[src/rtl/prbs_pkg.sv]
package prbs_pkg;

    // one received word is one lane per bit
    localparam int prbs_n_channels = 16;

    // PRBS7 generator polynomial x^7 + x^6 + 1
    localparam int prbs_order = 7;

    // feedback taps on state bits 6 and 5
    localparam logic [prbs_order-1:0] prbs_taps = 7'b110_0000;

    // bit offset within one word, 0 to 15
    localparam int prbs_shift_bits = $clog2(prbs_n_channels);

    // checker mode codes, 2'b11 is decoded as test as well
    localparam logic [1:0] mode_reset = 2'b00;
    localparam logic [1:0] mode_align = 2'b01;
    localparam logic [1:0] mode_test  = 2'b10;

    // width of the correct and total bit counters
    localparam int count_bits = 64;

endpackage

[src/rtl/prbs_lfsr.sv]
module prbs_lfsr import prbs_pkg::*; (
    input  logic                       clk,
    input  logic                       rst_n,
    input  logic                       load,
    input  logic                       cke,
    input  logic [prbs_order-1:0]      init,
    output logic [prbs_n_channels-1:0] word
);

    // current LFSR state, first bit of the next word is state[6]
    logic [prbs_order-1:0] state;

    // state and word after sixteen serial steps
    logic [prbs_order-1:0]      step_state;
    logic [prbs_n_channels-1:0] step_word;

    // unroll one word worth of serial steps
    // bit k of the word is the k-th bit out of the register
    always_comb begin
        step_state = state;
        for (int k = 0; k < prbs_n_channels; k++) begin
            step_word[k] = step_state[prbs_order-1];
            step_state   = {step_state[prbs_order-2:0], ^(step_state & prbs_taps)};
        end
    end

    // state register, load wins over cke
    always_ff @(posedge clk or negedge rst_n) begin
        if (!rst_n) begin
            state <= '1;
        end else if (load) begin
            state <= init;
        end else if (cke) begin
            state <= step_state;
        end
    end

    // output word register, held while stopped
    always_ff @(posedge clk or negedge rst_n) begin
        if (!rst_n) begin
            word <= '0;
        end else if (!load && cke) begin
            word <= step_word;
        end
    end

    // an all-zero seed would lock the sequence up for good
    a_state_not_zero: assert property (
        @(posedge clk) disable iff (!rst_n)
        load |=> (state != '0)
    );

endmodule

[src/rtl/prbs_generator.sv]
module prbs_generator import prbs_pkg::*; (
    input  logic                       clk,
    input  logic                       rst_n,
    input  logic                       gen_run,
    input  logic [prbs_order-1:0]      prbs_init,
    output logic [prbs_n_channels-1:0] tx_bits
);

    // LFSR control derived from the run level
    logic lfsr_load;
    logic lfsr_cke;

    // seed is reloaded for as long as the source is stopped
    assign lfsr_load = !gen_run;

    // one word per clock while running
    assign lfsr_cke = gen_run;

    // the LFSR word register is the transmit word
    prbs_lfsr lfsr0 (
        .clk   (clk),
        .rst_n (rst_n),
        .load  (lfsr_load),
        .cke   (lfsr_cke),
        .init  (prbs_init),
        .word  (tx_bits)
    );

    // a running source never repeats a word on consecutive clocks
    a_tx_advances: assert property (
        @(posedge clk) disable iff (!rst_n)
        gen_run ##1 gen_run |=> (tx_bits != $past(tx_bits))
    );

endmodule

[src/rtl/prbs_checker_core.sv]
module prbs_checker_core import prbs_pkg::*; (
    input  logic                       clk,
    input  logic                       rst_n,
    input  logic                       core_load,
    input  logic                       core_cke,
    input  logic [prbs_order-1:0]      prbs_init,
    input  logic [prbs_n_channels-1:0] rx_bits,
    input  logic [prbs_shift_bits-1:0] rx_shift,
    output logic                       match
);

    // last two received words, rx_old came first on the line
    logic [prbs_n_channels-1:0] rx_new;
    logic [prbs_n_channels-1:0] rx_old;

    // two words laid end to end in serial order
    logic [2*prbs_n_channels-1:0] rx_window;

    // sixteen serial bits starting at rx_shift inside rx_old
    logic [prbs_n_channels-1:0] rx_sel;

    // local copy of the expected sequence
    logic [prbs_n_channels-1:0] ref_word;

    // receive history, plain data registers
    always_ff @(posedge clk) begin
        rx_new <= rx_bits;
        rx_old <= rx_new;
    end

    // older word in the low half so serial bit order runs upwards
    assign rx_window = {rx_new, rx_old};

    // barrel shift down by the bit offset
    always_comb begin
        rx_sel = '0;
        for (int k = 0; k < prbs_n_channels; k++) begin
            rx_sel[k] = rx_window[k + int'(rx_shift)];
        end
    end

    // local PRBS, a low core_cke slips it one word against the stream
    prbs_lfsr lfsr0 (
        .clk   (clk),
        .rst_n (rst_n),
        .load  (core_load),
        .cke   (core_cke),
        .init  (prbs_init),
        .word  (ref_word)
    );

    // full-word compare
    assign match = (rx_sel == ref_word);

endmodule

[src/rtl/prbs_checker.sv]
module prbs_checker import prbs_pkg::*; (
    input  logic                       clk,
    input  logic                       rst_n,
    input  logic [1:0]                 checker_mode,
    input  logic [prbs_order-1:0]      prbs_init,
    input  logic [prbs_n_channels-1:0] rx_bits,
    output logic [count_bits-1:0]      correct_bits,
    output logic [count_bits-1:0]      total_bits
);

    // controls into the core
    logic                       core_load;
    logic                       core_cke;
    logic [prbs_shift_bits-1:0] rx_shift;

    // word compare result from the core
    logic core_match;

    prbs_checker_core core0 (
        .clk       (clk),
        .rst_n     (rst_n),
        .core_load (core_load),
        .core_cke  (core_cke),
        .prbs_init (prbs_init),
        .rx_bits   (rx_bits),
        .rx_shift  (rx_shift),
        .match     (core_match)
    );

    // mode controller and counters
    always_ff @(posedge clk or negedge rst_n) begin
        if (!rst_n) begin
            core_load    <= 1'b1;
            core_cke     <= 1'b0;
            rx_shift     <= '1;
            correct_bits <= '0;
            total_bits   <= '0;
        end else begin
            case (checker_mode)
                mode_reset: begin
                    core_load    <= 1'b1;
                    core_cke     <= 1'b0;
                    rx_shift     <= '1;
                    correct_bits <= '0;
                    total_bits   <= '0;
                end
                mode_align: begin
                    core_load <= 1'b0;
                    if (core_match) begin
                        // locked, keep the offset and run
                        core_cke <= 1'b1;
                    end else if (rx_shift == '0) begin
                        // all offsets tried, slip one word and start over
                        core_cke <= 1'b0;
                        rx_shift <= '1;
                    end else begin
                        core_cke <= 1'b1;
                        rx_shift <= rx_shift - 1'b1;
                    end
                    correct_bits <= '0;
                    total_bits   <= '0;
                end
                mode_test, 2'b11: begin
                    core_load  <= 1'b0;
                    core_cke   <= 1'b1;
                    total_bits <= total_bits + 1'b1;
                    if (core_match) begin
                        correct_bits <= correct_bits + 1'b1;
                    end
                end
            endcase
        end
    end

    // counters only move in test mode
    a_idle_counters_zero: assert property (
        @(posedge clk) disable iff (!rst_n)
        (checker_mode == mode_reset || checker_mode == mode_align)
            |=> (total_bits == '0 && correct_bits == '0)
    );

    // every correct word was also counted as compared
    a_correct_le_total: assert property (
        @(posedge clk) disable iff (!rst_n)
        correct_bits <= total_bits
    );

endmodule

[src/rtl/prbs_test_top.sv]
module prbs_test_top import prbs_pkg::*; (
    input  logic                       clk,
    input  logic                       rst_n,

    // shared PRBS seed for both sides
    input  logic [prbs_order-1:0]      prbs_init,

    // transmit side
    input  logic                       gen_run,
    output logic [prbs_n_channels-1:0] tx_bits,

    // receive side, recovered words from the deserializer
    input  logic [prbs_n_channels-1:0] rx_bits,
    input  logic [1:0]                 checker_mode,
    output logic [count_bits-1:0]      correct_bits,
    output logic [count_bits-1:0]      total_bits
);

    // transmit word source
    prbs_generator gen0 (
        .clk       (clk),
        .rst_n     (rst_n),
        .gen_run   (gen_run),
        .prbs_init (prbs_init),
        .tx_bits   (tx_bits)
    );

    // receive checker with alignment search and counters
    prbs_checker chk0 (
        .clk          (clk),
        .rst_n        (rst_n),
        .checker_mode (checker_mode),
        .prbs_init    (prbs_init),
        .rx_bits      (rx_bits),
        .correct_bits (correct_bits),
        .total_bits   (total_bits)
    );

endmodule

[config.mk]
export PLATFORM = sky130hd
export DESIGN_NAME = prbs_test_top
export DESIGN_NICKNAME = d
export VERILOG_FILES = /design/src/rtl/prbs_pkg.sv /design/src/rtl/prbs_lfsr.sv /design/src/rtl/prbs_generator.sv /design/src/rtl/prbs_checker_core.sv /design/src/rtl/prbs_checker.sv /design/src/rtl/prbs_test_top.sv
export SDC_FILE = /design/constraint.sdc
export NUM_CORES = 1
export LEC_CHECK = 0
export ABC_CLOCK_PERIOD_IN_PS = 7600
export BUFFER_PORTS_ARGS = -buffer_cell sky130_fd_sc_hd__buf_2
export CAP_MARGIN = 20
export CORE_MARGIN = 3
export CORE_UTILIZATION = 30
export CTS_CLUSTER_DIAMETER = 100
export DETAILED_ROUTE_END_ITERATION = 10
export PLACE_DENSITY_LB_ADDON = 0.05
export SETUP_SLACK_MARGIN = 0.1
export SYNTH_ARGS = -nofsm -noshare
export SYNTH_HDL_FRONTEND = slang
export SYNTH_HIERARCHICAL = 1
export SYNTH_SLANG_ARGS = --single-unit
export TNS_END_PERCENT = 50
[constraint.sdc]
create_clock -name clk -period 7.6 [get_ports clk]
set_input_delay 1.52 -clock clk [delete_from_list [all_inputs] [get_ports clk]]
set_output_delay 1.52 -clock clk [all_outputs]
set_load 0.03 [all_outputs]
* Word level (Yosys, flattened, before mapping)
Index checks and enable logic that the tools add are counted.
Word-level totals: register bits after elaboration 212, output and inout bits 144
Cells by class: equal/unequal tests 6, muxes and demuxes 60, add/subtract/negate cells 18, magnitude comparators 16, reductions and logical operators 42
Operators by type and width (count):
- 64-bit case mux with 2 select lines | 2
- 7-bit parity | 32
- 64-bit by 1-bit adder with 64-bit output (second input constant) | 2
- 5-bit by 6-bit less-than comparator with 1-bit output (second input constant) | 15
- 1-bit binary-select mux with 5-bit select | 15
- 64-bit 2-to-1 mux | 1
- 4-bit by 4-bit adder with 5-bit output (first input constant) | 8
- 1-bit 2-to-1 mux | 33
- 7-bit 2-to-1 mux | 3
- 3-bit by 4-bit adder with 5-bit output (first input constant) | 4
- 16-bit equality test | 1
- 2-bit by 4-bit adder with 5-bit output (first input constant) | 2
- 4-bit 2-to-1 mux | 2
- 4-bit case mux with 2 select lines | 1
- 4-bit by 6-bit less-than comparator with 1-bit output (second input constant) | 1
- 1-bit by 4-bit adder with 5-bit output (first input constant) | 1
- 1-bit binary-select mux with 4-bit select | 1
- 2-bit equality test (second input constant) | 2
- 4-bit logical NOT | 1
- 2-bit inequality test (second input constant) | 2
- 2-bit nonzero test | 2
- 2-bit OR reduction | 2
- 4-bit by 1-bit subtractor with 4-bit output (second input constant) | 1
- 1-bit case mux with 3 select lines | 1
- other kinds (7) | 7

* Depth between registers and ports, before layout
depth after elaboration 7, gate-level depth with buffers 25

* By module
Netlist, hierarchy kept.
Modules (own cells, without submodules):
- prbs_checker | cells each 735, area each 6766.5 µm², seq. area each 3359.5 µm², instances 1
- prbs_checker_core | cells each 301, area each 3793.6 µm², seq. area each 640.6 µm², instances 1
- prbs_lfsr (chk0.core0.lfsr0) | cells each 109, area each 1126.1 µm², seq. area each 584.3 µm², instances 1
- prbs_lfsr (gen0.lfsr0) | cells each 109, area each 1097.3 µm², seq. area each 584.3 µm², instances 1
- prbs_generator | cells each 1, area each 3.8 µm², seq. area each 0.0 µm², instances 1

* Least setup slack after synthesis
Ideal clock, no wire load.
path type register to register, start register chk0.rx_shift[0], end register chk0.correct_bits[32], setup slack 1759 ps, cell stages (with the launch flop) 21, period minus slack after synthesis 5841 ps, arrival time 5763 ps, data required time 7522 ps, cell sequence dfstp_2 buf_4 buf_4 inv_1 clkbuf_1 ha_1 clkbuf_1 clkbuf_1 mux4_2 mux4_2 xor2_1 nand2_1 o221ai_1 or4_1 nor4_2 buf_2 nand4_1 nor3_2 nand3_1 or4_1 a21oi_1
On the way: longest elaborated chain between the ends 6, elaborated cells on any way between the ends 64, those cells by class add/sub (15); eq/ne (2); mux (47)
RTL lines:
- start, declared | line prbs_checker.sv:14 | logic [prbs_shift_bits-1:0] rx_shift;
- start signal, assigned | line prbs_checker.sv:58 | rx_shift <= rx_shift - 1'b1;
- 1-bit by 4-bit adder with 5-bit output, or another cell as far along | line prbs_checker_core.sv:38 | rx_sel[k] = rx_window[k + int'(rx_shift)];
- 1-bit binary-select mux with 5-bit select | line prbs_checker_core.sv:38
- 1-bit 2-to-1 mux (not written as such) (2 in series) | line prbs_checker_core.sv:38
- 16-bit equality test * | line prbs_checker_core.sv:53 | assign match = (rx_sel == ref_word);
- via chk0.core_match | line prbs_checker.sv:17 | logic core_match;
- 2-bit inequality test (no line) *
- end signal, assigned | line prbs_checker.sv:68 | correct_bits <= correct_bits + 1'b1;
- end signal, assigned | line prbs_checker.sv:85 | correct_bits <= total_bits
- end, declared | line prbs_checker.sv:7 | output logic [count_bits-1:0] correct_bits,
Mark *: on every way through the listed nets, which the timed path passes. The rest lies on a longest branch. The select of a mux whose other input is x is not followed. A chain may end at the register's enable or synchronous reset.

* Worst setup path in the final report
start register chk0.rx_shift[0], end register chk0.correct_bits[56]
Same word-level chain as after synthesis.

==> results.py <==
metrics = {
    "die": {
        "coreArea_sq_um": 42000,
        "io-pin-count": 172,
        "die_area_sq_um": 45100,
        "num_rows": 75,
        "start_util": 0.304,
        "die_w_um": 212,
        "fp.dieH_um": 212,
    },
    "power": {
        "leakage_nw": 6.28,
        "peakVddDrop_v": 0.000159,
        "p_total_mw": 4.09,
        "power_density_nw_per_um2": 272,
    },
    "setup_path": {
        "end_kind": "flop",
        "reg2reg_depth": 16,
        "crit_slowest_cell": "ha_1",
        "crit_type": "reg -> reg",
        "cp_slowest_stage_delay_ns": 0.92,
        "worstPathArrival_ns": 7.00,
        "crit_top_cell": "nand4_1",
        "cp_max_fo": 24,
        "path_cells": "inv_1 -> buf_4 -> ha_1 -> buf_4 -> mux4_2 -> o21ai_0 -> a2bb2oi_1 -> xnor2_1 -> a2111oi_2 -> nand4_1 -> nor4_2 -> nand4_1 -> nor4_1 -> nand4_1 -> or4_1 -> a21oi_1",
        "cp.required_ns": 8.07,
        "cp-start-kind": "flop",
    },
    "timing": {
        "hold_viol": 0,
        "setup_viol": 0,
        "tightest_slew_ns": 0.986,
        "fin_skew_ns": 0.0102,
        "relSlewSlack": 0.337,
        "maxSlewViolCount": 0,
        "rsz0062_at_grt": "false",
        "post-route-period-util": 0.859,
        "period_minus_slack_ns": 6.53,
        "fin_setup_tns_ns": 0,
        "max_freq_mhz": 153,
    },
    "final_layout": {
        "layout-drive-gt1-share": 0.239,
        "multi_input_area_sq_um": 7120,
        "design_area_sq_um": 15000,
        "syn_to_final_growth_pct": 17.6,
        "seq_area_sq_um": 5170,
        "fillCellCount": 4225,
        "fin_nets": 1439,
    },
    "routing": {
        "wl_per_cell_um": 19.8,
        "wl_um": 38800,
        "vias_per_cell": 5.28,
        "dr.pass1.iters": 5,
        "drt_iter0_drc": 555,
        "drc": 0,
        "via_count": 10300,
        "postRouteAntennaNets": 0,
    },
    "yosys": {
        "syn_inst": 1255,
        "ys_warn_count": 6,
        "synth.distinct_cells": 66,
        "synthesis.area_sq_um": 12800,
        "syn_avg_cell_area_sq_um": 10.2,
        "yosysSeqAreaShare": 0.404,
        "synthFlopType": "dfrtp_1",
        "syn_nets": 1299,
        "async_reset_ff_frac": 0.849,
        "ys_ff_latch": 212,
        "synth-edff-count": 0,
    },
    "cts": {
        "cts_tree": "done",
        "post_cts_resized": 0,
        "clockBufferDepth": 3,
        "clock_latency_ns": 0.56,
        "hold_buffers": 0,
        "cts_max_level": 1,
        "cts-root-buf": "clkbuf_16",
        "clock-sinks": 212,
        "clk_pin_slew_ns": 0.06,
        "post_cts_buffers": 0,
        "cts_buffers": 28,
    },
    "grt": {
        "grt_first_pass_wirelength_um": 61400,
        "grt_antenna_before_repair": 1,
        "grt_pass1_vias": 10300,
        "grt_max_degree": 87,
        "gr-total-overflow": 0,
        "grt.total_usage": 0.171,
    },
    "placement": {
        "dpl_cell_area_sq_um": 14100,
        "hpwl_um": 26600,
        "port_buffers": 171,
        "gp_congestion": 0.797,
    },
    "status": {
        "status": "finished clean",
    },
    "hold_path": {
        "hold_class": "reg -> reg",
        "holdPathStages": 0,
    },
    "job": {
        "max_cap_violations": 0,
    },
}
## cells by family (layout without fill, tap and decap cells)
| kind of cell | Yosys count | count (layout) | synth area share |
|---|---|---|---|
| simple gates | 461 | 461 | 0.189 |
| compound gates | 225 | 225 | 0.101 |
| flops | 212 | 212 | 0.404 |
| mux | 117 | 117 | 0.168 |
| xor+xnor | 116 | 116 | 0.0841 |
| buf+inv | 108 | 270 | 0.0393 |
| fa+ha+maj | 16 | 16 | 0.0157 |
| other cells | 0 | 1 | 0 |
## cells in the mapped netlist, types with 4 or more instances
cell type / number / area share
xor2_1: 47 / 0.032
or4_1: 21 / 0.012
mux2i_1: 37 / 0.029
nor3_1: 15 / 0.0059
buf_1: 7 / 0.0021
and2_1: 6 / 0.0029
nor3b_1: 12 / 0.0070
and3_1: 8 / 0.0039
nand2b_1: 6 / 0.0029
nor2b_1: 4 / 0.0020
nor2_1: 74 / 0.022
a211oi_1: 4 / 0.0023
a221o_1: 4 / 0.0031
xnor2_1: 64 / 0.044
or3_1: 55 / 0.027
mux2_2: 6 / 0.0053
buf_6: 6 / 0.0053
ha_1: 16 / 0.016
nor4_1: 13 / 0.0064
nand2_1: 136 / 0.040
nand3_1: 46 / 0.018
a21oi_1: 86 / 0.034
mux4_2: 64 / 0.11
o21ai_0: 84 / 0.033
buf_2: 23 / 0.0090
dfxtp_1: 32 / 0.050
nand4_1: 46 / 0.023
and4_1: 4 / 0.0027
o31ai_1: 22 / 0.013
dfstp_2: 19 / 0.039
dfrtp_1: 161 / 0.32
clkbuf_1: 34 / 0.010
mux4_1: 10 / 0.021
inv_1: 34 / 0.010
## cells in the final DEF, fill, tap and decap left out, types with 21 or more instances in the layout
master     instances
inv_1             34
or3_1             55
mux4_2            64
nor2_1            74
clkbuf_16         29
buf_2            170
xor2_1            47
nand3_1           46
dfxtp_1           32
nand4_1           46
mux2i_1           37
or4_1             21
nand2_1          136
a21oi_1           86
dfrtp_1          161
xnor2_1           64
o31ai_1           22
o21ai_0           84
## final cells by class
| type | count | area share |
|---|---|---|
| well taps | 539 | 0.0449 |
| flip-flops and latches | 212 | 0.344 |
| repair buffers | 183 | 0.0635 |
| diodes | 1 | 0.000166 |
| clock inverters | 10 | 0.00624 |
| clock buffers | 42 | 0.0588 |
| multi-input cells | 935 | 0.474 |
| inverters | 35 | 0.00890 |
## stage by stage
stage          cells  hold WS [ns]  worst slack, ns  utilization
2_1_floorplan   1255         0.382             1.76            -
3_3_place_gp    1904         0.439             1.11        0.334
3_5_place_dp    1904         0.436             1.00        0.334
4_1_cts         1956         0.447            0.963        0.358
5_1_grt         1957         0.476            0.407        0.358
6_report        1957         0.446             1.07        0.358
## path summary, 6_finish.rpt
kind | from | endpoint | slack [ns]
worst min-delay path | chk0/core0/rx_new[11] | chk0/core0/rx_old[11] | 0.45
max in group asynchronous | rst_n | chk0/correct_bits[23] | 5.29
worst max register to register | chk0/rx_shift[0] | chk0/correct_bits[56] | 1.07
worst min register to register | chk0/core0/rx_new[11] | chk0/core0/rx_old[11] | 0.45
min in group asynchronous | rst_n | gen0/lfsr0/word[14] | 0.98
worst max-delay path | chk0/rx_shift[0] | chk0/correct_bits[56] | 1.07
## report_power, final
| part | total (mW) | internal (mW) | switching, mW |
|---|---|---|---|
| Clock | 1.37 | 0.837 | 0.534 |
| Combinational | 1.28 | 0.630 | 0.654 |
| Sequential | 1.44 | 1.26 | 0.178 |
## critical path, delay by kind of cell, from the launching register on
family | cells | cell delay, ns
simple gates | 6 | 2.77
fa+ha+maj | 1 | 0.92
compound gates | 4 | 0.90
buf+inv | 3 | 0.65
mux | 1 | 0.56
flops | 1 | 0.52
xor+xnor | 1 | 0.10
## metal layers
layer / vias to the layer above / wire length [um] / global-route usage
li1: 4903 / - / -
met1: 5147 / 17300 / 0.234
met2: 229 / 18400 / 0.274
met3: 46 / 2210 / 0.0381
met4: 0 / 840 / 0.0463
met5: - / 0 / 0
## state kept, by name (all words and copies together) (netlist names)
name                    flops
chk0/core_load              1
chk0/rx_shift               4
chk0/core0/lfsr0/word      16
chk0/core_cke               1
chk0/correct_bits          64
chk0/core0/rx_old          16
chk0/total_bits            64
gen0/lfsr0/state            7
chk0/core0/rx_new          16
chk0/core0/lfsr0/state      7
gen0/lfsr0/word            16
No activity file was read; power rests on OpenSTA's default activity.
